### src/verilog/soc_pkg.sv
// soc_pkg
// shared sizes, address map, access codes and bus structs
// for the reduced boot subsystem

package soc_pkg;

  // --------------------------------------------------
  // sizes and timing
  // --------------------------------------------------
  localparam int RAM_ADDRESS_BITWIDTH = 12;  // 4 KiB, byte addressed
  localparam int BR_READ_LATENCY = 4;  // cmd_en to rd_data_valid
  localparam int STARTUP_WAIT_CYCLES = 8;
  localparam logic [23:0] FLASH_TRANSFER_FROM_ADDRESS = 24'h000100;
  localparam int FLASH_TRANSFER_BYTE_COUNT = 16;
  localparam int UART_CLKS_PER_BIT = 8;  // short, simulation only
  localparam logic [7:0] FLASH_READ_CMD = 8'h03;

  // memory mapped registers, top bit set
  localparam logic [31:0] LED_ADDR = 32'hFFFF_FFFC;
  localparam logic [31:0] UART_ADDR = 32'hFFFF_FFF8;

  // access codes
  localparam logic [2:0] RD_NONE = 3'b000;
  localparam logic [2:0] RD_BYTE_U = 3'b101;  // zero extended
  localparam logic [2:0] RD_WORD = 3'b011;
  localparam logic [1:0] WR_NONE = 2'b00;
  localparam logic [1:0] WR_BYTE = 2'b01;
  localparam logic [1:0] WR_WORD = 2'b11;

  // --------------------------------------------------
  // types
  // --------------------------------------------------
  typedef logic [31:0] word_t;
  typedef logic [63:0] line_t;  // one burst ram line
  typedef logic [RAM_ADDRESS_BITWIDTH-4:0] line_addr_t;
  typedef logic [7:0] byte_t;

  typedef struct packed {
    logic       enable;      // one cycle strobe
    logic [2:0] read_type;
    logic [1:0] write_type;
    word_t      address;
    word_t      data_in;
  } ramio_req_t;

  typedef struct packed {
    logic       cmd;        // 0 read, 1 write
    logic       cmd_en;     // one cycle pulse
    line_addr_t addr;
    line_t      wr_data;
    logic [7:0] data_mask;  // 1 keeps the byte
  } br_req_t;

  typedef enum logic [3:0] {
    WAIT,
    FLASH_CMD,
    FLASH_BYTE,
    RAM_WRITE,
    RAM_READ,
    SUM,
    REPORT_LED,
    REPORT_UART,
    DONE
  } loader_state_t;

endpackage
### src/verilog/ramio.sv
// ramio
// memory and i/o port: ram accesses go out as burst ram line commands,
// LED_ADDR and UART_ADDR hit local registers
`timescale 1ns/100ps
`default_nettype none

module ramio
  import soc_pkg::*;
(
  input  wire        clk,
  input  wire        arst_n,
  input  ramio_req_t req,
  output word_t      data_out,
  output logic       data_out_ready,
  output logic       busy,
  output logic [3:0] led,
  output logic       uart_tx,
  output br_req_t    br_req,
  input  line_t      br_rd_data,
  input  wire        br_rd_data_valid
);

  typedef enum logic [2:0] {
    ST_IDLE, ST_ACK, ST_RD_WAIT, ST_UART_WAIT, ST_UART_START
  } ramio_state_t;

  ramio_state_t state;
  ramio_req_t   req_r;  // request held for read extraction
  logic         br_cmd, br_cmd_en;
  line_addr_t   br_addr;
  line_t        br_wr_data;
  logic [7:0]   br_mask;
  byte_t        utx_data;
  logic         utx_start, utx_busy;
  word_t        rd_half;
  byte_t        rd_byte;

  wire is_ram   = ~req.address[31];  // top bit clear -> ram
  wire is_write = req.write_type != WR_NONE;

  // lane select on the returned line
  assign rd_half = req_r.address[2] ? br_rd_data[63:32] : br_rd_data[31:0];
  assign rd_byte = rd_half[req_r.address[1:0]*8+:8];

  assign busy   = state != ST_IDLE;
  assign br_req = '{cmd: br_cmd, cmd_en: br_cmd_en, addr: br_addr,
                    wr_data: br_wr_data, data_mask: br_mask};

  // --------------------------------------------------
  // control
  // --------------------------------------------------
  always_ff @(posedge clk or negedge arst_n) begin
    if (!arst_n) begin
      state          <= ST_IDLE;
      br_cmd_en      <= 1'b0;
      data_out_ready <= 1'b0;
      utx_start      <= 1'b0;
      led            <= '0;
    end else begin
      br_cmd_en      <= 1'b0;  // strobes default low
      data_out_ready <= 1'b0;
      utx_start      <= 1'b0;
      unique case (state)
        ST_IDLE: if (req.enable) begin
          if (is_ram) begin
            br_cmd_en <= 1'b1;
            state     <= is_write ? ST_ACK : ST_RD_WAIT;
          end else if (is_write && req.address == UART_ADDR) begin
            state <= ST_UART_WAIT;
          end else begin
            if (is_write && req.address == LED_ADDR) led <= req.data_in[3:0];
            state <= ST_ACK;
          end
        end
        ST_ACK: begin
          state          <= ST_IDLE;
          data_out_ready <= req_r.read_type != RD_NONE;  // register reads
        end
        ST_RD_WAIT: if (br_rd_data_valid) begin
          state          <= ST_IDLE;
          data_out_ready <= 1'b1;
        end
        ST_UART_WAIT: if (!utx_busy) begin  // previous frame still going
          utx_start <= 1'b1;
          state     <= ST_UART_START;
        end
        ST_UART_START: state <= ST_IDLE;
      endcase
    end
  end

  // --------------------------------------------------
  // payload, no reset
  // --------------------------------------------------
  always_ff @(posedge clk) begin
    if (state == ST_IDLE && req.enable) begin
      req_r    <= req;
      br_cmd   <= is_write;
      br_addr  <= req.address[RAM_ADDRESS_BITWIDTH-1:3];
      utx_data <= req.data_in[7:0];
      if (req.write_type == WR_BYTE) begin
        br_wr_data <= {8{req.data_in[7:0]}};
        br_mask    <= ~(8'b1 << req.address[2:0]);  // one lane
      end else begin
        br_wr_data <= {2{req.data_in}};
        br_mask    <= req.address[2] ? 8'h0F : 8'hF0;  // upper or lower half
      end
    end
    if (state == ST_RD_WAIT && br_rd_data_valid) begin
      data_out <= (req_r.read_type == RD_BYTE_U) ? {24'b0, rd_byte} : rd_half;
    end else if (state == ST_ACK) begin
      data_out <= {28'b0, led};  // only LED reads back
    end
  end

  uart_tx u_uart_tx (
    .clk   (clk),
    .arst_n(arst_n),
    .data  (utx_data),
    .start (utx_start),
    .busy  (utx_busy),
    .tx    (uart_tx)
  );

endmodule

`default_nettype wire

### src/verilog/uart_tx.sv
// uart_tx
// 8N1 transmitter, lsb first, UART_CLKS_PER_BIT clocks per bit
`timescale 1ns/100ps
`default_nettype none

module uart_tx
  import soc_pkg::*;
(
  input  wire   clk,
  input  wire   arst_n,
  input  byte_t data,
  input  wire   start,  // ignored while busy
  output logic  busy,
  output logic  tx
);

  logic [$clog2(UART_CLKS_PER_BIT)-1:0] clk_cnt;  // position inside bit time
  logic [3:0] bit_idx;  // 0 start, 1..8 data, 9 stop
  logic [8:0] shift;    // {stop, data} still to send

  always_ff @(posedge clk or negedge arst_n) begin
    if (!arst_n) begin
      busy    <= 1'b0;
      tx      <= 1'b1;  // line idles high
      clk_cnt <= '0;
      bit_idx <= '0;
      shift   <= '1;
    end else if (!busy) begin
      if (start) begin
        busy    <= 1'b1;
        tx      <= 1'b0;  // start bit
        shift   <= {1'b1, data};
        clk_cnt <= '0;
        bit_idx <= '0;
      end
    end else if (clk_cnt == UART_CLKS_PER_BIT - 1) begin
      clk_cnt <= '0;
      if (bit_idx == 4'd9) begin
        busy <= 1'b0;  // stop bit done, tx already high
      end else begin
        tx      <= shift[0];
        shift   <= {1'b1, shift[8:1]};
        bit_idx <= bit_idx + 4'd1;
      end
    end else begin
      clk_cnt <= clk_cnt + 1'b1;
    end
  end

endmodule

`default_nettype wire

### config.mk
export PLATFORM = sky130hd
export DESIGN_NAME = ramio
export DESIGN_NICKNAME = d
export VERILOG_FILES = /design/src/verilog/soc_pkg.sv /design/src/verilog/ramio.sv /design/src/verilog/uart_tx.sv
export SDC_FILE = /design/constraint.sdc
export NUM_CORES = 1
export LEC_CHECK = 0
export BUFFER_PORTS_ARGS = -buffer_cell sky130_fd_sc_hd__buf_2
export CELL_PAD_IN_SITES_DETAIL_PLACEMENT = 0
export CELL_PAD_IN_SITES_GLOBAL_PLACEMENT = 2
export CORE_ASPECT_RATIO = 1.5
export CORE_MARGIN = 2
export CORE_UTILIZATION = 30
export CTS_BUF_LIST = sky130_fd_sc_hd__clkbuf_4
export CTS_CLUSTER_DIAMETER = 80
export DETAILED_ROUTE_END_ITERATION = 12
export HOLD_SLACK_MARGIN = 0.12
export PLACE_DENSITY = 0.83
export SLEW_MARGIN = 20
export SYNTH_ARGS = -nofsm -noshare
export SYNTH_HDL_FRONTEND = slang
export SYNTH_HIERARCHICAL = 1
export SYNTH_SLANG_ARGS = --single-unit
### constraint.sdc
create_clock -name clk -period 4.77 [get_ports clk]
set_input_delay 0.477 -clock clk [delete_from_list [all_inputs] [get_ports clk]]
set_output_delay 0.477 -clock clk [all_outputs]
set_load 0.01 [all_outputs]
Word level (Yosys, flattened, before mapping)
Index checks and enable logic that the tools add are counted.
- add/subtract/negate cells: 2
- multipliers: 0
- divide/modulo/power cells: 0
- order comparisons: 0
- eq/ne operators: 15
- shift-type cells: 2
- mux-type cells: 40
- bitwise gates (word level): 2
- reduce and logical (&&, ||, !) cells: 14
- operators by type and width (cell ; number):
    32-bit two-way mux ; 4
    32-bit == test (second input constant) ; 2
    64-bit two-way mux ; 1
    9-bit two-way mux ; 4
    32-bit by 6-bit indexed part select with 8-bit output ; 1
    3-bit two-way mux ; 6
    4-bit two-way mux ; 4
    8-bit two-way mux ; 2
    1-bit two-way mux ; 14
    3-bit case mux with 4 select lines ; 1
    2-bit inequality test (second input constant) ; 5
    3-bit == test (second input constant) ; 3
    8-bit inverter ; 1
    1-bit by 3-bit left shift with 8-bit output (first input constant) ; 1
    3-bit by 2-bit == test with 1-bit output (second input constant) ; 2
    2-bit two-way mux ; 3
    3-bit AND reduction ; 2
    2-bit nonzero test ; 3
    3-bit nonzero test ; 2
    5-bit AND reduction ; 1
    4-bit by 1-bit adder with 4-bit output (second input constant) ; 1
    4-bit == test (second input constant) ; 1
    1-bit logical AND ; 4
    3-bit by 1-bit adder with 3-bit output (second input constant) ; 1
    other kinds (6) ; 6
- bits in registers: 156
- bits in latches: 0
- bits in writable memories: 0
- ROM bits: 0
- input port bits: 137
- output and inout bits: 122
- logic and storage cells: 93
- memories: 0

Depth between registers and ports, before layout
Gate-level depths: netlist of the first run.
- depth in word-level cells: 6
- gate-level depth with buffers: 7
- depth with buffers taken out: 5

Hierarchy
Netlist of the first run, hierarchy kept.
- by module, submodules not included (module ; times used ; cells each ; area each (um2) ; sequential area each (um2)):
    ramio ; 1 ; 369 ; 4728.3 ; 2892.8
    uart_tx ; 1 ; 72 ; 908.4 ; 436.7

Worst setup path after synthesis of the first run
Ideal clock, no wire load.
- path kind: register to register
- from: register state[1]
- to: register led[0]
- setup time: 0.125 ns
- arrival time: 3.373 ns
- required time: 4.645 ns
- slack: 1.272 ns
- stages on the path, launching flop included: 6
- path buffers: 1
- clock period less this slack: 3.498 ns
- path through: dfrtp_1 buf_6 nor4b_4 and4_4 nand4_4 mux2_4
- cells in the longest elaborated chain, start to end: 2
- ends and longest elaborated chain (what ; line ; RTL):
    start: declaration ; ramio.sv:27 ; ramio_state_t state;
    start signal: assignment ; ramio.sv:67 ; state <= is_write ? ST_ACK : ST_RD_WAIT;
    3-bit logical NOT ; ramio.sv:63 ; unique case (state)
    5-bit AND reduction (no source line) ; - ;
    end signal: assignment ; ramio.sv:71 ; if (is_write && req.address == LED_ADDR) led <= req.data_in[3:0];
    end: declaration ; ramio.sv:16 ; output logic [3:0] led,
No other way between the ends.
A chain may end at the register's enable or synchronous reset.

Final worst setup path of the first run
- from: register req_r[34] in the netlist's numbering
- to: register data_out[3], data pin
- cells in the longest elaborated chain, start to end: 4
- ends and longest elaborated chain (what ; line ; RTL):
    start: declaration ; ramio.sv:28 ; ramio_req_t req_r;
    start signal: assignment ; ramio.sv:97 ; req_r <= req;
    32-bit two-way mux * ; ramio.sv:42 ; assign rd_half = req_r.address[2] ? br_rd_data[63:32] : br_rd_data[31:0];
    32-bit by 6-bit indexed part select with 8-bit output ; ramio.sv:43 ; assign rd_byte = rd_half[req_r.address[1:0]*8+:8];
    32-bit two-way mux * ; ramio.sv:110 ; data_out <= (req_r.read_type == RD_BYTE_U) ? {24'b0, rd_byte} : rd_half;
    32-bit two-way mux * ; ramio.sv:109 ; if (state == ST_RD_WAIT && br_rd_data_valid) begin
    end signal: assignment ; ramio.sv:110 ;
    end signal: assignment ; ramio.sv:112 ; data_out <= {28'b0, led};
    end: declaration ; ramio.sv:13 ; output word_t data_out,
Mark *: on every way between the ends. The rest lies on a longest branch, timed or not.

==> results.cfg, run 1 <==
[run_status]
run_status = finished, final reports clean

[detailed_routing]
avgRoutedWirePerCell_um = 15.9
detailroute.via_count = 4285
route.detailed.vias_per_inst = 4.52
drt-total-wl_mm = 15.1
remaining_drc_errors = 0
first_iter_violations = 223
antenna_left = 0
detail_route.first_pass.iterations = 4

[clocking]
cts_sinks = 115
cts_max_path_buffers = 2
clkTransAtPathRegs_ns = 0.11
cts_setup_buffers = 0
cts_buf_count = 17
cts_tree = built
worstSkewPairLatency_ns = 0.51
clock_tree.htree_level_count = 4
cts-root-buf = sky130_fd_sc_hd__clkbuf_4
cts_resized = 0

[global_route]
gr-total-overflow = 0
grt_util_all_layers = 0.146
grt_pass1_vias = 4299
grt_antenna_before_repair = 1
grt_max_degree = 61
first_pass_grt_wire_length_mm = 22.1

[placed_design]
place_hpwl_mm = 11.7
gp_congestion = 0.768
port-buffer-count = 258

[synthesis]
postSynthCellCount = 441
synth.yosys.seq_area_share = 0.591
synth-seq-cells = 115
synth-simple-area-share = 0.136
main_combinational_cell_family_by_area_after_synthesis = multiplexers
synth_compound_gate_area_share = 0.0528
yosys.cell_types.count = 54
yosys_warn_count = 6
synthXorXnorAreaFrac = 0
yosys.area_share.adder = 0.00888
yosys_most_used_dff = sky130_fd_sc_hd__edfxtp_1
synth_area_um2 = 5640
synth.avg_cell_area_um2 = 12.8
synth_mux_area_frac = 0.141
syn-num-nets = 582
synth_edf_count = 88
asyncSetResetFlopFracSynth = 0.235

[worst_hold_path]
worst_hold_path_type = in2reg
timing.hold.worst_endpoint = br_wr_data[38]
hold_path.startpoint = req[6]
min_path_cells = 1

[sta]
final_max_slew_viol_count = 0
relSlewSlack = 0.317
worst_clock_skew_ns = 0.0240
timing.setup.tns_ns = 0
hold_viol = 0
maxClockFrequency_mhz = 392
hold_slack_ns = 0.190
setup_viol_count_final = 0
finalCritPeriodShare = 0.534
finalCriticalPeriod_ns = 2.55
grt_setup_unrepaired = no
worstMarginPinSlew_ns = 1.02

[worst_setup_path]
r2r_end = data_out[3]
regToRegStartpoint = req_r[34]
worst_path_arrival_time_ns = 2.79
worst_setup_path_start_kind = flop
worst_ep_required_time_ns = 5.01
crit_fanout = 21
slack_of_the_worst_reg_to_reg_path_ns = 2.22
r2r.worst_path.cells = 4
path_class = reg2reg
worstSetupStartpoint = req_r[34]
critical_path.endpoint_type = flop

[pwr]
power_leakage_nw = 3.34
vdd.ir_drop.worst_mv = 0.167
power-per-cell-area_nw_per_um2 = 375

[floorplanning]
core-area_um2 = 18500
top_level_i_o_count = 259
fp.dieW_um = 116
fp.dieH_um = 172
initial_core_util = 0.305
die_area_um2 = 19900
placementRows = 61

[final_layout]
layout_commonest_cell = sky130_fd_sc_hd__buf_2
drive_above_1_share = 0.491
final_cell_mix = sky130_fd_sc_hd__buf_2, sky130_fd_sc_hd__edfxtp_1, sky130_fd_sc_hd__nand2_1
synthToLayoutAreaGrowth_pct = 30.3
finish.net_count = 824

[job]
drv.max_cap_violation_count = 0
Yosys cell counts (2+ instances only):
cell                        n  area share
sky130_fd_sc_hd__edfxtp_1  88        0.47
sky130_fd_sc_hd__nand2_1   79       0.053
sky130_fd_sc_hd__buf_4     38       0.051
sky130_fd_sc_hd__mux2i_1   33       0.059
sky130_fd_sc_hd__nor2_1    33       0.022
sky130_fd_sc_hd__dfrtp_1   18       0.080
sky130_fd_sc_hd__o21ai_0   13       0.012
sky130_fd_sc_hd__mux2_2    12       0.024
sky130_fd_sc_hd__mux2_4    10       0.027
sky130_fd_sc_hd__dfstp_2    9       0.042
sky130_fd_sc_hd__clkbuf_1   8      0.0053
sky130_fd_sc_hd__mux4_2     8       0.032
sky130_fd_sc_hd__nor2b_1    7      0.0078
sky130_fd_sc_hd__inv_1      6      0.0040
sky130_fd_sc_hd__nand2b_1   6      0.0067
sky130_fd_sc_hd__nand4_1    6      0.0067
sky130_fd_sc_hd__a21oi_1    4      0.0036
sky130_fd_sc_hd__and3_1     4      0.0044
sky130_fd_sc_hd__ha_1       4      0.0089
sky130_fd_sc_hd__o22ai_1    4      0.0044
sky130_fd_sc_hd__o31ai_1    4      0.0053
sky130_fd_sc_hd__a22oi_1    3      0.0040
sky130_fd_sc_hd__buf_1      3      0.0020
sky130_fd_sc_hd__nand3_1    3      0.0027
sky130_fd_sc_hd__or3_1      3      0.0033
sky130_fd_sc_hd__a31oi_1    2      0.0022
sky130_fd_sc_hd__buf_2      2      0.0018
sky130_fd_sc_hd__nand3b_1   2      0.0027
sky130_fd_sc_hd__nor3b_1    2      0.0027
sky130_fd_sc_hd__o21a_1     2      0.0027
sky130_fd_sc_hd__or2_2      2      0.0022
report_power, final:
part	switching [W]	total, W	internal (W)
Sequential	0.000125	0.00141	0.00129
Combinational	0.000314	0.000623	0.000309
Clock	0.000406	0.000719	0.000314
Total	0.000845	0.00275	0.00191
layer usage:
layer  routed length [um]  global-route usage
met5                    0                   0
met4                  189              0.0455
met2                 8190               0.268
met1                 5730               0.162
met3                  944              0.0382
critical path, stage by stage (launching register included):
cell and delay [ns]:
sky130_fd_sc_hd__edfxtp_1 1.04, sky130_fd_sc_hd__buf_4 0.48, sky130_fd_sc_hd__mux4_2 0.56, sky130_fd_sc_hd__nor2_1 0.11
sky130_fd_sc_hd__o31ai_1 0.08
flip-flops by register name, indices dropped and copies added (netlist names):
signal,cells
data_out,32
utx_start,1
u_uart_tx/clk_cnt,3
data_out_ready,1
br_wr_data,32
br_cmd_en,1
u_uart_tx/bit_idx,4
state,3
u_uart_tx/busy,1
br_addr,9
led,4
br_cmd,1
u_uart_tx/tx,1
u_uart_tx/shift,8
req_r,6
br_mask,8
stage by stage:
step / setup slack, ns / cells / util / cell area [um2] / power, W
4_1_cts: 2.20 / 948 / 0.398 / 7340 / 0.00280
6_report: 2.22 / 949 / 0.398 / 7350 / 0.00275
3_3_place_gp: 2.28 / 900 / 0.373 / 6900 / 0.00203
2_1_floorplan: 1.27 / 441 / - / 5640 / 0.00183
3_5_place_dp: 2.24 / 900 / 0.373 / 6900 / 0.00206
5_1_grt: 2.05 / 949 / 0.398 / 7350 / 0.00291
cell families after synthesis:
family	Yosys count
flops	115
simple gates	156
compound gates	43
fa+ha+maj	4
mux	63
buf+inv	60
timing repair:
| action | in CTS | in global routing |
|---|---|---|
| hold buffers | 16 | 0 |
| setup endpoints to repair | 0 | 0 |
| endpoints found under the hold margin | 33 | 0 |
final cells by class:
class / instances / area [um2]
clock buffer: 17 / 128
antenna: 1 / 2.50
sequential: 115 / 3330
timing repair buffer: 277 / 1470
fill: 1854 / 11100
multi-input combinational: 266 / 1920
inverter: 6 / 22.5
clock inverter: 15 / 159
tap: 252 / 315
worst max-delay path by stage:
stage,end,slack (ns),cells past startpoint
2_1_floorplan,led[0],1.27,5
3_3_place_gp,data_out[3],2.28,4
3_5_place_dp,data_out[0],2.24,4
4_1_cts,data_out[3],2.20,4
5_1_grt,data_out[3],2.05,4
6_report,data_out[3],2.22,4
Note: power is estimated with default switching activity, not from simulation.
==> inputs of run 2 (changes only) <==
CORE_UTILIZATION = 27   (was 30)
PLACE_DENSITY = 0.79   (was 0.83)
clock period = 2.2 ns   (was 4.77 ns; I/O delays follow)
==> run 2 against run 1 <==
Sequential cell count unchanged. Non-clock buffer count grew 107. Via count rose by 11%. Sequential power rose by 110%. Setup slack worse by 2.2 ns. Final cell count is 13% higher. Worst hold slack gained 0.018 ns. Die area grew 11%. Combinational power rose to 2.6 times the previous value. Critical path depth unchanged. Fmax rose by 20%. Clock skew fell by 0.0080 ns.
==> results.cfg, run 2 (synthesis results as in run 1) <==
[placed_design]
gp_congestion = 0.817
placed_cells_incl_taps = 917
placement.cell_area_um2 = 6980
port-buffer-count = 258
place_hpwl_mm = 12.0

[clocking]
cts_sinks = 115
clkTransAtPathRegs_ns = 0.10
cts_buf_count = 17
cts_max_path_buffers = 2
cts_setup_buffers = 0
worstSkewPairLatency_ns = 0.52
cts_tree = built
clock_tree.htree_level_count = 4
cts-root-buf = sky130_fd_sc_hd__clkbuf_4

[detailed_routing]
avgRoutedWirePerCell_um = 15.6
detail_route.first_pass.iterations = 4
met2_wire_length_mm = 9.04
drt-total-wl_mm = 16.6
remaining_drc_errors = 0
met3_wirelength_mm = 1.04
antenna_left = 0
first_iter_violations = 184
route.layer.met1.wl_mm = 6.21
dr.max_layer_used = met4
route.detailed.vias_per_inst = 4.47
detailroute.via_count = 4775

[global_route]
grt_util_all_layers = 0.149
grt_antenna_before_repair = 1
first_pass_grt_wire_length_mm = 25.2
grt_pass1_vias = 4972
gr-total-overflow = 0
grt_max_degree = 60

[floorplanning]
initial_core_util = 0.276
core-area_um2 = 20400
die_area_um2 = 22100
placementRows = 64
top_level_i_o_count = 259
fp.dieW_um = 122
fp.dieH_um = 181

[sta]
hold_viol = 0
relSlewSlack = 0.461
worst_clock_skew_ns = 0.0160
finalCriticalPeriod_ns = 2.13
maxClockFrequency_mhz = 470
finalCritPeriodShare = 0.968
worstMarginPinSlew_ns = 0.807
timing.setup.tns_ns = 0
setup_viol_count_final = 0
final_max_slew_viol_count = 0
grt_setup_unrepaired = no

[pwr]
combinationalPowerShare = 0.262
power-per-cell-area_nw_per_um2 = 740
internal_power_w = 0.00444
switching_share = 0.290
vdd.ir_drop.worst_mv = 0.336
power_leakage_nw = 3.80
share_seq_of_total_power = 0.479
p_sw_w = 0.00181
clock_power_share = 0.259

[worst_hold_path]
min_path_cells = 3
worst_hold_path_type = in2reg

[final_layout]
layout_commonest_cell = sky130_fd_sc_hd__buf_2
fin_cells = 1068
final_cell_mix = sky130_fd_sc_hd__buf_2, sky130_fd_sc_hd__dlygate4sd3_1, sky130_fd_sc_hd__edfxtp_1
postLayoutCellArea_um2 = 8450
final.fill_count = 1969
synthToLayoutAreaGrowth_pct = 49.9
reg.largest.list = br_wr_data x32, data_out x32, br_addr x9
drive_above_1_share = 0.432
finish.net_count = 931

[worst_setup_path]
worst_setup_path_start_kind = flop
path_class = reg2reg
critical_path.endpoint_type = flop
r2r.worst_path.cells = 4
worst_path_max_delay_cell = sky130_fd_sc_hd__dlygate4sd3_1
crit_fanout = 39
worst_path_arrival_time_ns = 2.42
worst_ep_required_time_ns = 2.49
worstPathCellList = buf_12, mux2_2, dlygate4sd3_1, and3_1
timing.critical_path.slowest_cell_delay_ns = 0.57

[job]
drv.max_cap_violation_count = 0

[run_status]
run_status = finished, final reports clean
## run 2: area by class of cell
cell class / instances / area, um2 / share of cell area
well taps: 264 / 330 / 0.0391
inverters: 6 / 22.5 / 0.00266
clock buffers: 20 / 150 / 0.0178
flip-flops and latches: 115 / 3330 / 0.394
repair buffers: 384 / 2560 / 0.303
diodes: 1 / 2.50 / 0.000296
clock inverters: 12 / 139 / 0.0164
multi-input cells: 266 / 1920 / 0.227
## run 2: worst paths after layout
kind	startpoint	end	slack, ns
max in group asynchronous	arst_n	state[0]	1.51
worst min register to register	u_uart_tx/tx	u_uart_tx/tx	0.47
min in group asynchronous	arst_n	led[1]	0.25
worst max register to register	req_r[34]	data_out[22]	0.07
worst max-delay path	req_r[34]	data_out[22]	0.07
worst min-delay path	br_rd_data[52]	data_out[20]	0.21
## run 2: timing repair
action / 4_1_cts / 5_1_grt
endpoints found under the setup margin: 0 / 0
hold buffers: 118 / 0
resized for setup: 0 / 0
hold endpoints to repair: 115 / 0
## run 2: power by group through the flow
stage               combinational, W  clock, W  sequential, W
finish                       0.00164   0.00162        0.00300
global route                 0.00178   0.00178        0.00304
CTS                          0.00166   0.00169        0.00300
detailed placement           0.00146         0        0.00304
global placement             0.00143         0        0.00303
floorplan                   0.000885         0        0.00309
## run 2: through the flow
stage / worst slack (ns) / total power, W / hold slack (ns) / util
global placement: 0.393 / 0.00446 / 0.269 / 0.342
global route: 0.00928 / 0.00660 / 0.153 / 0.414
floorplan: -1.25 / 0.00398 / -0.0756 / -
CTS: 0.0609 / 0.00635 / 0.134 / 0.414
finish: 0.0710 / 0.00626 / 0.208 / 0.414
detailed placement: 0.334 / 0.00450 / 0.283 / 0.342
## run 2: worst max-delay path, delay by kind of cell (launching register included)
family	cells	cell delay [ns]
DFF	1	0.44
buffers and inverters	2	0.87
muxes	1	0.40
and+or+nand+nor	1	0.18
## run 2: routing by layer
| metal | up-vias | GRT usage |
|---|---|---|
| met5 | - | 0 |
| met4 | 0 | 0.0598 |
| met3 | 23 | 0.0410 |
| met2 | 198 | 0.274 |
| met1 | 2285 | 0.159 |
| li1 | 2269 | - |
