### src/verilog/soc_pkg.sv
// soc_pkg
// shared sizes, address map, access codes and bus structs
// for the reduced boot subsystem

package soc_pkg;

  // --------------------------------------------------
  // sizes and timing
  // --------------------------------------------------
  localparam int RAM_ADDRESS_BITWIDTH = 12;  // 4 KiB, byte addressed
  localparam int BR_READ_LATENCY = 4;  // cmd_en to rd_data_valid
  localparam int STARTUP_WAIT_CYCLES = 8;
  localparam logic [23:0] FLASH_TRANSFER_FROM_ADDRESS = 24'h000100;
  localparam int FLASH_TRANSFER_BYTE_COUNT = 16;
  localparam int UART_CLKS_PER_BIT = 8;  // short, simulation only
  localparam logic [7:0] FLASH_READ_CMD = 8'h03;

  // memory mapped registers, top bit set
  localparam logic [31:0] LED_ADDR = 32'hFFFF_FFFC;
  localparam logic [31:0] UART_ADDR = 32'hFFFF_FFF8;

  // access codes
  localparam logic [2:0] RD_NONE = 3'b000;
  localparam logic [2:0] RD_BYTE_U = 3'b101;  // zero extended
  localparam logic [2:0] RD_WORD = 3'b011;
  localparam logic [1:0] WR_NONE = 2'b00;
  localparam logic [1:0] WR_BYTE = 2'b01;
  localparam logic [1:0] WR_WORD = 2'b11;

  // --------------------------------------------------
  // types
  // --------------------------------------------------
  typedef logic [31:0] word_t;
  typedef logic [63:0] line_t;  // one burst ram line
  typedef logic [RAM_ADDRESS_BITWIDTH-4:0] line_addr_t;
  typedef logic [7:0] byte_t;

  typedef struct packed {
    logic       enable;      // one cycle strobe
    logic [2:0] read_type;
    logic [1:0] write_type;
    word_t      address;
    word_t      data_in;
  } ramio_req_t;

  typedef struct packed {
    logic       cmd;        // 0 read, 1 write
    logic       cmd_en;     // one cycle pulse
    line_addr_t addr;
    line_t      wr_data;
    logic [7:0] data_mask;  // 1 keeps the byte
  } br_req_t;

  typedef enum logic [3:0] {
    WAIT,
    FLASH_CMD,
    FLASH_BYTE,
    RAM_WRITE,
    RAM_READ,
    SUM,
    REPORT_LED,
    REPORT_UART,
    DONE
  } loader_state_t;

endpackage
### src/verilog/flash_loader.sv
// flash_loader
// boot sequencer: startup wait, spi flash read into ram through ramio,
// byte read back into a checksum, report to LED and UART, then done
`timescale 1ns/100ps
`default_nettype none

module flash_loader
  import soc_pkg::*;
(
  input  wire        clk,
  input  wire        arst_n,
  output ramio_req_t ramio_req,
  input  word_t      ramio_data_out,
  input  wire        ramio_data_out_ready,
  input  wire        ramio_busy,
  output logic       led,
  output logic       flash_clk,
  input  wire        flash_miso,
  output logic       flash_mosi,
  output logic       flash_cs_n
);

  loader_state_t state;
  logic [$clog2(STARTUP_WAIT_CYCLES)-1:0] wait_cnt;
  logic [4:0]  bit_cnt;   // 32 cmd+addr bits, low 3 bits per data byte
  logic [$clog2(FLASH_TRANSFER_BYTE_COUNT)-1:0] byte_idx;
  logic [31:0] sr;        // command and address out
  byte_t       rx_sr;     // data byte in, msb first
  byte_t       sum;

  // ramio free and no strobe from last cycle
  wire can_issue = !ramio_busy && !ramio_req.enable;
  wire last_byte = byte_idx == FLASH_TRANSFER_BYTE_COUNT - 1;

  assign flash_mosi = sr[31];

  always_ff @(posedge clk or negedge arst_n) begin
    if (!arst_n) begin
      state      <= WAIT;
      wait_cnt   <= '0;
      bit_cnt    <= '0;
      byte_idx   <= '0;
      sr         <= '0;
      rx_sr      <= '0;
      sum        <= '0;
      ramio_req  <= '0;
      led        <= 1'b0;
      flash_clk  <= 1'b0;
      flash_cs_n <= 1'b1;
    end else begin
      ramio_req.enable <= 1'b0;  // single cycle
      unique case (state)
        WAIT: if (wait_cnt == STARTUP_WAIT_CYCLES - 1) begin
          flash_cs_n <= 1'b0;
          sr         <= {FLASH_READ_CMD, FLASH_TRANSFER_FROM_ADDRESS};
          state      <= FLASH_CMD;
        end else begin
          wait_cnt <= wait_cnt + 1'b1;
        end
        // spi mode 0, sck = clk/2; shift on falling edge
        FLASH_CMD: begin
          flash_clk <= ~flash_clk;
          if (flash_clk) begin
            sr      <= {sr[30:0], 1'b0};
            bit_cnt <= bit_cnt + 5'd1;  // wraps to 0 after bit 31
            if (bit_cnt == 5'd31) state <= FLASH_BYTE;
          end
        end
        FLASH_BYTE: begin
          flash_clk <= ~flash_clk;
          if (flash_clk) begin  // sample at the end of the high phase
            rx_sr   <= {rx_sr[6:0], flash_miso};
            bit_cnt <= bit_cnt + 5'd1;
            if (bit_cnt[2:0] == 3'd7) state <= RAM_WRITE;
          end
        end
        // sck parked low, cs_n held until last byte
        RAM_WRITE: if (can_issue) begin
          ramio_req <= '{enable: 1'b1, read_type: RD_NONE, write_type: WR_BYTE,
                         address: word_t'(byte_idx), data_in: word_t'(rx_sr)};
          if (last_byte) begin
            flash_cs_n <= 1'b1;
            byte_idx   <= '0;
            state      <= RAM_READ;
          end else begin
            byte_idx <= byte_idx + 1'b1;
            state    <= FLASH_BYTE;
          end
        end
        RAM_READ: if (can_issue) begin
          ramio_req <= '{enable: 1'b1, read_type: RD_BYTE_U, write_type: WR_NONE,
                         address: word_t'(byte_idx), data_in: '0};
          state     <= SUM;
        end
        SUM: if (ramio_data_out_ready) begin
          sum <= sum + ramio_data_out[7:0];  // mod 256
          if (last_byte) begin
            state <= REPORT_LED;
          end else begin
            byte_idx <= byte_idx + 1'b1;
            state    <= RAM_READ;
          end
        end
        REPORT_LED: if (can_issue) begin
          ramio_req <= '{enable: 1'b1, read_type: RD_NONE, write_type: WR_WORD,
                         address: LED_ADDR, data_in: word_t'(sum)};
          state     <= REPORT_UART;
        end
        REPORT_UART: if (can_issue) begin
          ramio_req <= '{enable: 1'b1, read_type: RD_NONE, write_type: WR_BYTE,
                         address: UART_ADDR, data_in: word_t'(sum)};
          state     <= DONE;
        end
        DONE: if (can_issue) led <= 1'b1;  // sticky once uart accepted
      endcase
    end
  end

endmodule

`default_nettype wire

### config.mk
export PLATFORM = sky130hd
export DESIGN_NAME = flash_loader
export DESIGN_NICKNAME = d
export VERILOG_FILES = /design/src/verilog/soc_pkg.sv /design/src/verilog/flash_loader.sv
export SDC_FILE = /design/constraint.sdc
export NUM_CORES = 1
export LEC_CHECK = 0
export BUFFER_PORTS_ARGS = -buffer_cell sky130_fd_sc_hd__buf_2
export CORE_ASPECT_RATIO = 1.5
export CORE_MARGIN = 3
export CORE_UTILIZATION = 35
export CTS_CLUSTER_SIZE = 25
export DETAILED_ROUTE_END_ITERATION = 8
export HOLD_SLACK_MARGIN = 0.1
export PLACE_DENSITY = 0.67
export SLEW_MARGIN = 20
export SYNTH_ARGS = -nofsm -noshare
export SYNTH_HDL_FRONTEND = slang
export SYNTH_SLANG_ARGS = --single-unit
### constraint.sdc
create_clock -name clk -period 2.6 [get_ports clk]
set_clock_uncertainty 0.15 [all_clocks]
set_input_delay 0.13 -clock clk [delete_from_list [all_inputs] [get_ports clk]]
set_output_delay 0.13 -clock clk [all_outputs]
set_load 0.005 [all_outputs]
### Word-level counts from Yosys, hierarchy flattened

Cells that the tools add are included.

* logic and storage cells: 95
* register bits after elaboration: 137
* output and inout bits: 74

* reduce and logical (&&, ||, !) cells: 20
* bitwise gates (word level): 2
* equal/unequal tests: 24
* mux-type cells: 30
* add/sub/neg operators: 4

Operators by type and width (number)
* $mux W70: 4
* $pmux W70 S4: 1
* $mux W32: 2
* $pmux W32 S2: 1
* $mux W4: 14
* $pmux W4 S8: 1
* $ne A2 B2 Y1 const B: 12
* $eq A4 B3 Y1 const B: 4
* $reduce_and A11 Y1: 1
* $reduce_and A2 Y1: 5
* $add A8 B8 Y8: 1
* $eq A4 B2 Y1 const B: 2
* $eq A4 B4 Y1 const B: 2
* $pmux W4 S2: 1
* $reduce_and A4 Y1: 2
* $reduce_bool A8 Y1: 1
* $eq A3 B3 Y1 const B: 2
* $reduce_bool A2 Y1: 3
* $add A5 B1 Y5 const B: 1
* $eq A5 B5 Y1 const B: 1
* $reduce_and A5 Y1: 1
* $add A4 B1 Y4 const B: 1
* $eq A4 B1 Y1 const B: 1
* $logic_not A4 Y1: 1
* other kinds (11): 15

### Logic depth before layout (Yosys ltp)

Gate-level depths: netlist (run 1).

* word-level depth: 4
* mapped depth: 8
* depth with buffers taken out: 8

### Least setup slack after synthesis (run 1)

No wires, ideal clock.

* kind: register -> register
* from: reg bit_cnt[0]
* to: reg state[2]
* clock period less this slack: 1.902 ns
* path slack: 0.698 ns
* data arrival time: 1.630 ns
* stages on the path, launching flop included: 9
* setup time: 0.122 ns
* required time: 2.328 ns
* path buffers: 0
* path through: dfrtp_1 ha_1 and3_1 ha_1 nand2_1 a22oi_1 o221ai_1 nor2_1 a32o_1

* cells in the longest elaborated chain, start to end: 3

RTL lines
* from (decl): RTL line flash_loader.sv:25 `logic [4:0] bit_cnt;`
* from (signal assigned): RTL line flash_loader.sv:65 `bit_cnt <= bit_cnt + 5'd1;`
* from (signal assigned): RTL line flash_loader.sv:73 `bit_cnt <= bit_cnt + 5'd1;`
* $eq A5 B5 Y1 / $eq A3 B3 Y1 (equally long branches): RTL line flash_loader.sv:66, flash_loader.sv:74
* $ne A2 B2 Y1 (no line)
* $reduce_and A11 Y1 (no line) *
* to (signal assigned): RTL line flash_loader.sv:66 `if (bit_cnt == 5'd31) state <= FLASH_BYTE;`
* to (signal assigned): RTL line flash_loader.sv:74 `if (bit_cnt[2:0] == 3'd7) state <= RAM_WRITE;`
* to (signal assigned): RTL line flash_loader.sv:84 `state <= RAM_READ;`
* to (decl): RTL line flash_loader.sv:23 `loader_state_t state;`

Mark *: on every way between the ends. The rest lies on a longest branch, timed or not.
A chain may end at the register's enable or synchronous reset.

### Worst setup path in the final report (run 1)

* from: in ramio_data_out[1]
* to: reg sum[7]

* cells in the longest elaborated chain, start to end: 1

RTL lines
* from (decl): RTL line flash_loader.sv:13 `input word_t ramio_data_out,`
* $add A8 B8 Y8: RTL line flash_loader.sv:96 `sum <= sum + ramio_data_out[7:0];`
* to (signal assigned): RTL line flash_loader.sv:96
* to (decl): RTL line flash_loader.sv:29 `byte_t sum;`

No other way between the ends.

==> flow_metrics.py, run 1 <==
metrics = {
    "synth": {
        "synth.cell_area_um2": 3930,
        "ys_ff_latch": 76,
        "synth_edf_count": 0,
        "ys_seq_area_share_pct": 48.5,
        "synth_top_area_cell": "dfrtp_1",
        "avgSynthCellArea_um2": 10.8,
        "postSynth.asyncResetShare_pct": 100,
        "ys_types": 49,
        "synthCells": 363,
        "synth_top_cell_area_share_pct": 47.8,
        "synth_area_leaders": "dfrtp_1, buf_4, a22o_1, mux2_2, ha_1",
        "synth-main-ff-cell": "dfrtp_1",
        "yosys_warnings": 0,
    },
    "global_route": {
        "grt_pass1_wl_um": 13200,
        "grt_max_degree": 47,
        "antenna_found_initial": 0,
        "gr-total-overflow": 0,
        "grt_pass1_vias": 2692,
        "grt_use_total_pct": 13.2,
    },
    "sta": {
        "whs_ns": 0.127,
        "finalCritPeriodShare_pct": 92.6,
        "setup_viol_count_final": 0,
        "rsz0062_at_grt": "false",
        "relSlewSlack_pct": 59.7,
        "max_slew.worst_pin.slew_ns": 0.605,
        "post-route-min-period_ns": 2.41,
        "hold_viol": 0,
        "tns_ns": 0,
        "fmax_mhz": 416,
        "final_max_slew_viol_count": 0,
        "setup_ws_ns": 0.193,
    },
    "setup_path": {
        "cp.required_ns": 2.70,
        "reg2reg_from": "sum[1]$_DFFE_PN0P_",
        "critPathKind": "input pin to register",
        "critPathArrivalTime_ns": 2.51,
        "worst_r2r_path_depth": 7,
        "r2r_end": "sum[7]$_DFFE_PN0P_",
        "startpoint": "ramio_data_out[1]",
        "end_kind": "register",
        "ff2ff_setup_slack_ns": 0.23,
        "start_kind": "input pin",
        "worst-path-max-fanout": 2,
        "endpoint": "sum[7]$_DFFE_PN0P_",
    },
    "placed_design": {
        "port_buffers": 61,
        "finalWeightedCongestion": 0.828,
        "dp_slack_ns": 0.484,
        "hpwl_um": 5680,
    },
    "clocking": {
        "cts_max_level": 3,
        "post_cts_buffers": 0,
        "ctsRootBufferMaster": "clkbuf_16",
        "cts_buffer_depth": 2,
        "cts_sinks": 76,
        "cts_tree": "built",
        "clkSlewWorstSetupHoldPaths_ns": 0.06,
        "cts_made_buffers": 9,
        "clk_latency_ns": 0.34,
    },
    "detailed_routing": {
        "vias_per_cell": 5.00,
        "wl_per_cell_um": 14.1,
        "drc_errors": 0,
        "wl_um": 7830,
        "dr.pass1.iters": 4,
        "ant_nets": 0,
        "detail_route.iter0.violations": 124,
        "vias": 2769,
    },
    "floorplanning": {
        "start_util_pct": 36.5,
        "rows": 46,
        "core_region_area_um2": 10800,
        "io_pins": 111,
        "dieArea_um2": 12600,
        "die_x_um": 92.5,
        "die_height_um": 136,
    },
    "pwr": {
        "power_density_nw_per_um2": 596,
        "vdd_drop_max_mv": 0.307,
        "power.leakage_nw": 2.32,
    },
    "final_layout": {
        "diodes": 0,
        "area_growth_pct": 14.6,
        "drive_gt1_share_pct": 26.8,
        "nets": 457,
    },
    "worst_hold_path": {
        "min_path_type": "input pin to register",
    },
    "run_status": {
        "outcome": "finished clean",
    },
    "flow_run": {
        "max_cap_violations": 0,
    },
}
## logic make-up after synthesis
logic type,count (synthesis),share of synthesized area [%]
XOR/XNOR,12,2.68
flip-flops,76,48.5
other,1,0.0955
multiplexers,17,4.94
buffers and inverters,75,12.7
AO/OA/AOI/OAI,97,17.2
AND/OR/NAND/NOR,71,9.27
adder cells (fa/ha/maj),14,4.65
## synth_stat cells (2+ instances only)
cell type and n:
a22oi_1 9, and3_1 7, nand3_1 8, xor2_1 3, nand2b_1 2, mux2_2 16
o22ai_1 3, nor2_1 20, a221oi_1 2, ha_1 13, o21ai_0 18, xnor2_1 9
nor2b_1 5, buf_4 54, inv_1 5, o211ai_1 2, nand4_1 2, nand2_1 16
clkbuf_1 7, a21o_1 5, o31ai_1 2, buf_2 7, a32o_1 2, a22o_1 21
a21oi_1 22, o22a_1 2, or3_1 2, a41o_1 2, dfrtp_1 75, nor3_1 3
## per-layer routing
| layer | vias to the layer above | routed length [µm] | global-route usage, % | part of all wire [%] |
|---|---|---|---|---|
| met5 | - | 0 | 0 | 0 |
| met4 | 0 | 132 | 6.45 | 1.7 |
| met3 | 10 | 374 | 3.22 | 4.8 |
| met2 | 85 | 4170 | 22.8 | 53 |
| met1 | 1370 | 3160 | 15.2 | 40 |
| li1 | 1304 | - | - | - |
## stage by stage
stage / instance area (µm²) / utilization (%) / cells / power, mW
2_1_floorplan: 4020 / - / 387 / 1.28
3_3_place_gp: 4090 / 38.0 / 532 / 1.30
3_5_place_dp: 4090 / 38.0 / 532 / 1.30
4_1_cts: 4490 / 41.8 / 554 / 2.70
5_1_grt: 4500 / 41.8 / 554 / 2.78
6_report: 4500 / 41.8 / 554 / 2.68
## worst min-delay path by stage
stage                                 start                         to  slack [ns]  cells past startpoint
final                     ramio_data_out[6]         sum[6]$_DFFE_PN0P_        0.13                      4
after global routing      ramio_data_out[6]         sum[6]$_DFFE_PN0P_        0.14                      4
after CTS                 ramio_data_out[5]         sum[5]$_DFFE_PN0P_        0.12                      4
after detailed placement             arst_n  ramio_req[66]$_DFFE_PN0P_        0.21                      1
after global placement               arst_n  ramio_req[66]$_DFFE_PN0P_        0.20                      1
after floorplan                      arst_n     bit_cnt[0]$_DFFE_PN0P_       -0.32                      0
## where the power goes
part | internal (mW) | switching [mW] | total (mW)
logic | 0.0320 | 0.0581 | 0.0901
clock network | 0.934 | 0.465 | 1.40
registers | 1.19 | 0.00450 | 1.20
## area by class of cell
cell class / instances / area, µm²
clock inverter: 4 / 98.8
timing repair buffer: 77 / 445
sequential: 76 / 1900
clock buffer: 11 / 233
tap: 144 / 180
fill: 1047 / 6260
inverter: 6 / 22.5
multi-input combinational: 236 / 1620
## worst max-delay path, stage by stage
cell           delay [ns]
dlygate4sd3_1        0.53
buf_2                0.14
ha_1                 0.32
a211oi_2             0.27
o211ai_1             0.15
a21o_1               0.19
nand4_1              0.07
dlygate4sd3_1        0.57
xnor2_1              0.13
## what timing repair did
action,in CTS,in global routing
endpoints found under the setup margin,0,1
gates resized for setup,0,1
hold buffers,7,0
hold endpoints to repair,52,0
## state kept, by name, summed over array words and instances (netlist names)
| name | cells |
|---|---|
| sr | 24 |
| ramio_req | 17 |
| rx_sr | 8 |
| sum | 8 |
| bit_cnt | 5 |
| byte_idx | 4 |
| state | 4 |
| wait_cnt | 3 |
| flash_clk | 1 |
| flash_cs_n | 1 |
| led | 1 |
## layout by cell type, fill, tap and decap left out, types with 5 or more instances in the layout
master          n
buf_4          10
a21oi_1        22
a22o_1         21
dlygate4sd3_1   7
nor2b_1         5
dfrtp_1        75
inv_1           5
xnor2_1         9
nor2_1         20
ha_1           13
clkbuf_16       9
mux2_2         16
conb_1         25
nand3_1         8
a21o_1          5
and3_1          7
o21ai_0        18
a22oi_1         9
nand2_1        16
buf_2          60
Power figures use the tool's default switching activity.
==> inputs of run 2 (changes only) <==
Settings changed: CORE_UTILIZATION 35 to 25, PLACE_DENSITY 0.67 to 0.54.
==> run 2 against run 1 <==
Net effect:
- cell area up 1.3%
- power is 2.0% higher
- first-iteration DRC count increased by 16%
- core utilization shrank 12 points
- largest power group unchanged
- sequential power hardly changed
- clock power is 4% higher
- sequential share of layout area down 0.56 points
- clock-buffer cell count did not move
==> flow_metrics.py, run 2 (synthesis gave the netlist of run 1 again) <==
metrics = {
    "clocking": {
        "cts_tree": "built",
        "cts_sinks": 76,
        "clkSlewWorstSetupHoldPaths_ns": 0.06,
        "cts_made_buffers": 9,
        "clk_latency_ns": 0.33,
        "ctsRootBufferMaster": "clkbuf_16",
        "cts_buffer_depth": 2,
        "cts_max_level": 3,
    },
    "placed_design": {
        "hpwl_um": 5670,
        "dp_slack_ns": 0.512,
        "port_buffers": 61,
        "finalWeightedCongestion": 0.759,
    },
    "global_route": {
        "grt_pass1_vias": 2717,
        "gr-total-overflow": 0,
        "grtUsageMet2_pct": 16.6,
        "gr-usage-met1_pct": 10.7,
        "busiest_layer": "met2",
        "grt_max_degree": 77,
        "antenna_found_initial": 0,
        "grt_pass1_wl_um": 13200,
        "grt_use_total_pct": 9.45,
        "grtUsageMet3_pct": 2.35,
    },
    "setup_path": {
        "critPathKind": "input pin to register",
        "ff2ff_setup_slack_ns": 0.22,
        "r2r_end": "sum[7]$_DFFE_PN0P_",
        "worst-path-max-fanout": 2,
        "critPathArrivalTime_ns": 2.53,
        "worst_r2r_path_depth": 7,
        "end_kind": "register",
        "cp.required_ns": 2.71,
        "start_kind": "input pin",
        "reg2reg_from": "sum[1]$_DFFE_PN0P_",
    },
    "sta": {
        "finalCritPeriodShare_pct": 93.0,
        "max_slew.worst_pin.slew_ns": 0.962,
        "setup_ws_ns": 0.181,
        "final_max_slew_viol_count": 0,
        "setup_viol_count_final": 0,
        "hold_viol": 0,
        "fmax_mhz": 413,
        "rsz0062_at_grt": "false",
        "relSlewSlack_pct": 35.9,
        "tns_ns": 0,
        "post-route-min-period_ns": 2.42,
    },
    "floorplanning": {
        "die_height_um": 160,
        "dieArea_um2": 17300,
        "io_pins": 111,
        "rows": 55,
        "start_util_pct": 25.7,
        "die_x_um": 108,
        "core_region_area_um2": 15300,
    },
    "flow_run": {
        "max_cap_violations": 0,
    },
    "pwr": {
        "power_density_nw_per_um2": 600,
        "power.leakage_nw": 2.32,
        "vdd_drop_max_mv": 0.287,
        "finalPower_mw": 2.74,
    },
    "final_layout": {
        "largest_reg_flops": 24,
        "top_register": "sr",
        "top_regs": "sr (24), ramio_req (17)",
        "drive_gt1_share_pct": 26.5,
        "final_common_cell": "dfrtp_1",
        "diodes": 0,
        "nets": 454,
        "layout_common_cells": "dfrtp_1, buf_2, conb_1",
        "area_growth_pct": 16.2,
    },
    "detailed_routing": {
        "detail_route.iter0.violations": 144,
        "vias": 2744,
        "wl_um": 7830,
        "ant_nets": 0,
        "drc_errors": 0,
        "vias_per_cell": 4.52,
        "wl_per_cell_um": 12.9,
        "dr.pass1.iters": 5,
    },
    "worst_hold_path": {
        "min_path_type": "input pin to register",
        "hold_path_depth": 4,
        "worstHoldStart": "ramio_data_out[6]",
        "whs_endpoint": "sum[6]$_DFFE_PN0P_",
    },
    "run_status": {
        "outcome": "finished clean",
    },
}
run 2: final cells by class:
class	instances	area [µm²]
timing repair buffer	74	423
inverter	6	22.5
clock inverter	5	108
sequential	76	1900
multi-input combinational	236	1610
fill	1586	10700
clock buffer	11	243
tap	199	249
run 2: how the worst max path moves through the flow:
stage                                 from                    to  slack (ns)  cells after the start
floorplan           bit_cnt[0]$_DFFE_PN0P_  state[2]$_DFFE_PN0P_        0.70                      8
global placement        sum[0]$_DFFE_PN0P_    sum[6]$_DFFE_PN0P_        0.54                      7
detailed placement      sum[0]$_DFFE_PN0P_    sum[6]$_DFFE_PN0P_        0.51                      7
CTS                      ramio_data_out[1]    sum[7]$_DFFE_PN0P_        0.16                      9
global route             ramio_data_out[1]    sum[7]$_DFFE_PN0P_        0.02                      9
finish                   ramio_data_out[1]    sum[7]$_DFFE_PN0P_        0.18                      9
run 2: power breakdown:
group	internal [mW]	switching (mW)
combinational	0.0299	0.0571
sequential	1.19	0.00432
clock	0.969	0.487
total	2.19	0.548
run 2: what timing repair did:
action                                 CTS  global route
endpoints found under the hold margin   82             0
buffers inserted                         0             0
resized for setup                        0             0
hold buffers                             7             0
run 2: stage by stage:
step                      utilization, %  std cells  hold slack [ns]  instance area, µm²
after floorplan                        -        387           -0.316                4020
after CTS                           29.9        607            0.118                4560
after detailed placement            27.1        584            0.202                4140
after global placement              27.1        584            0.192                4140
final                               29.9        607            0.118                4560
after global routing                29.9        607            0.156                4560
run 2: routing by layer:
metal  share of wire (%)  vias up
met5                   0        -
met1                  41     1348
li1                    -     1303
met4                 2.1        0
met2                  51       80
met3                 5.4       13
run 2: worst max-delay path, stage by stage:
cell	delay, ns
dlygate4sd3_1	0.53
buf_2	0.14
ha_1	0.30
a211oi_1	0.32
o211ai_1	0.16
a21o_1	0.20
nand4_1	0.07
dlygate4sd3_1	0.56
xnor2_1	0.11
==> inputs of run 3 (changes only) <==
Settings changed: CAP_MARGIN from default to 20, PLACE_DENSITY 0.54 to 0.56.
Clock period 2.6 ns to 2 ns, I/O delays scaled along.
==> run 3 against run 2 <==
Net effect:
- clock-buffer cell count is the same
- final cell count up 2.3%
- setup slack worse by 0.14 ns
- global-route usage grew 0.10 points
- core utilization is 1.0 points higher
- critical path depth unchanged
- register-to-register slack got worse by 0.16 ns
- wire length rose by 3.3%
- sequential share of layout area shrank 1.4 points
- non-clock buffer count rose by 15
- critical path type unchanged
- critical endpoint is now sum[6]$_DFFE_PN0P_
- largest cell class unchanged
- largest power group unchanged
==> flow_metrics.py, run 3 (synthesis gave the netlist of run 1 again) <==
metrics = {
    "run_status": {
        "outcome": "finished clean",
    },
    "floorplanning": {
        "start_util_pct": 25.7,
        "dieArea_um2": 17300,
        "die_height_um": 160,
        "core_region_area_um2": 15300,
        "die_x_um": 108,
        "rows": 55,
        "io_pins": 111,
    },
    "final_layout": {
        "largest_reg_flops": 24,
        "top_regs": "sr (24), ramio_req (17)",
        "final_common_cell": "dfrtp_1",
        "instances_no_fill": 621,
        "nets": 469,
        "postLayoutCoreUtil_pct": 30.9,
        "layout_common_cells": "dfrtp_1, buf_2, conb_1",
        "top_register": "sr",
        "stdcell_area_um2": 4710,
        "area_growth_pct": 20.0,
        "drive_gt1_share_pct": 30.6,
        "diodes": 0,
    },
    "setup_path": {
        "cp.required_ns": 2.07,
        "critPathKind": "input pin to register",
        "cp_slowest_cell": "dlygate4sd3_1",
        "r2r_end": "sum[6]$_DFFE_PN0P_",
        "max_stage_delay_ns": 0.53,
        "path_cells": "dlygate4sd3_1 -> buf_2 -> ha_4 -> fa_2 -> a21oi_2 -> o21ai_1 -> a21oi_1 -> xor2_1 -> o21ai_1",
        "worst_r2r_path_depth": 7,
        "crit_top_cell": "o21ai_1",
        "start_kind": "input pin",
        "worst-path-max-fanout": 2,
        "reg2reg_from": "sum[0]$_DFFE_PN0P_",
        "critPathArrivalTime_ns": 2.02,
        "ff2ff_setup_slack_ns": 0.06,
        "end_kind": "register",
    },
    "detailed_routing": {
        "wl_per_cell_um": 13.0,
        "dr.pass1.iters": 4,
        "drc_errors": 0,
        "ant_nets": 0,
        "vias_per_cell": 4.48,
        "detail_route.iter0.violations": 139,
        "wl_um": 8090,
        "vias": 2780,
    },
    "pwr": {
        "finalPower_mw": 3.44,
        "power.leakage_nw": 2.39,
        "power_density_nw_per_um2": 729,
        "vdd_drop_max_mv": 0.328,
    },
    "worst_hold_path": {
        "hold_path_depth": 4,
        "min_path_type": "input pin to register",
        "worstHoldStart": "ramio_data_out[6]",
        "whs_endpoint": "sum[6]$_DFFE_PN0P_",
    },
    "clocking": {
        "cts_buffer_depth": 2,
        "cts_made_buffers": 9,
        "cts_sinks": 76,
        "cts_max_level": 3,
        "clkSlewWorstSetupHoldPaths_ns": 0.06,
        "clk_latency_ns": 0.33,
        "cts_tree": "built",
        "ctsRootBufferMaster": "clkbuf_16",
    },
    "sta": {
        "whs_ns": 0.0962,
        "hold_viol": 0,
        "finalCritPeriodShare_pct": 97.8,
        "tns_ns": 0,
        "final_max_slew_viol_count": 0,
        "setup_viol_count_final": 0,
        "rsz0062_at_grt": "true",
        "relSlewSlack_pct": 60.6,
        "fmax_mhz": 511,
        "setup_ws_ns": 0.0442,
        "post-route-min-period_ns": 1.96,
        "max_slew.worst_pin.slew_ns": 0.591,
    },
    "global_route": {
        "grt_use_total_pct": 9.55,
        "gr-total-overflow": 0,
        "grt_pass1_wl_um": 13200,
        "grt_max_degree": 77,
        "antenna_found_initial": 0,
        "grt_pass1_vias": 2711,
    },
    "placed_design": {
        "dp.cells": 599,
        "finalWeightedCongestion": 0.786,
        "hpwl_um": 5880,
        "port_buffers": 61,
        "dp_slack_ns": -0.0526,
        "placed_cell_area_um2": 4290,
    },
    "flow_run": {
        "max_cap_violations": 0,
    },
}
## run 3: cell count changes in the layout (fill, tap and decap cells not counted), sizes merged
cell	delta
buf	+15
bufinv	-1
clkinvlp	+1
inv	-1
## run 3: worst max-delay path by stage
stage,start,endpoint,slack (ns),depth (start not counted)
global placement,sum[0]$_DFFE_PN0P_,sum[6]$_DFFE_PN0P_,0.007,7
floorplan,bit_cnt[0]$_DFFE_PN0P_,state[2]$_DFFE_PN0P_,0.1,8
detailed placement,sum[0]$_DFFE_PN0P_,sum[6]$_DFFE_PN0P_,-0.05,7
CTS,ramio_data_out[0],sum[6]$_DFFE_PN0P_,0.01,9
finish,ramio_data_out[0],sum[6]$_DFFE_PN0P_,0.04,9
global route,ramio_data_out[0],sum[6]$_DFFE_PN0P_,-0.01,9
## run 3: critical path, delay by kind of cell
family / cells / cell delay [ns]
adder cells (fa/ha/maj): 2 / 0.57
AO/OA/AOI/OAI: 4 / 0.53
buffers and inverters: 2 / 0.67
XOR/XNOR: 1 / 0.18
## run 3: timing repair
action	CTS	global route
pin swaps	2	6
hold buffers	7	0
hold endpoints to repair	81	0
gates resized for setup	3	6
setup endpoints to repair	2	3
buffers inserted	0	0
## run 3: per-layer routing
layer,global-route usage (%),share of wire (%),wire (µm),vias up
li1,-,-,-,1329
met1,11.3,42,3370,1349
met2,16.0,50,4070,90
met3,2.03,5.8,467,12
met4,5.05,2.2,177,0
met5,0,0,0,-
## run 3: power by group
group	internal (mW)	switching, mW	total [mW]	leakage (nW)
Combinational	0.0479	0.0781	0.126	1.22
Sequential	1.55	0.00597	1.55	1.02
Clock	1.15	0.604	1.75	0.158
Total	2.75	0.688	3.44	2.39
## run 3: final cells by class
type | count | area [µm²]
fill | 1584 | 10600
sequential | 76 | 1900
multi-input combinational | 236 | 1640
timing repair buffer | 89 | 571
clock buffer | 11 | 253
tap | 199 | 249
clock inverter | 4 | 72.6
inverter | 6 | 22.5
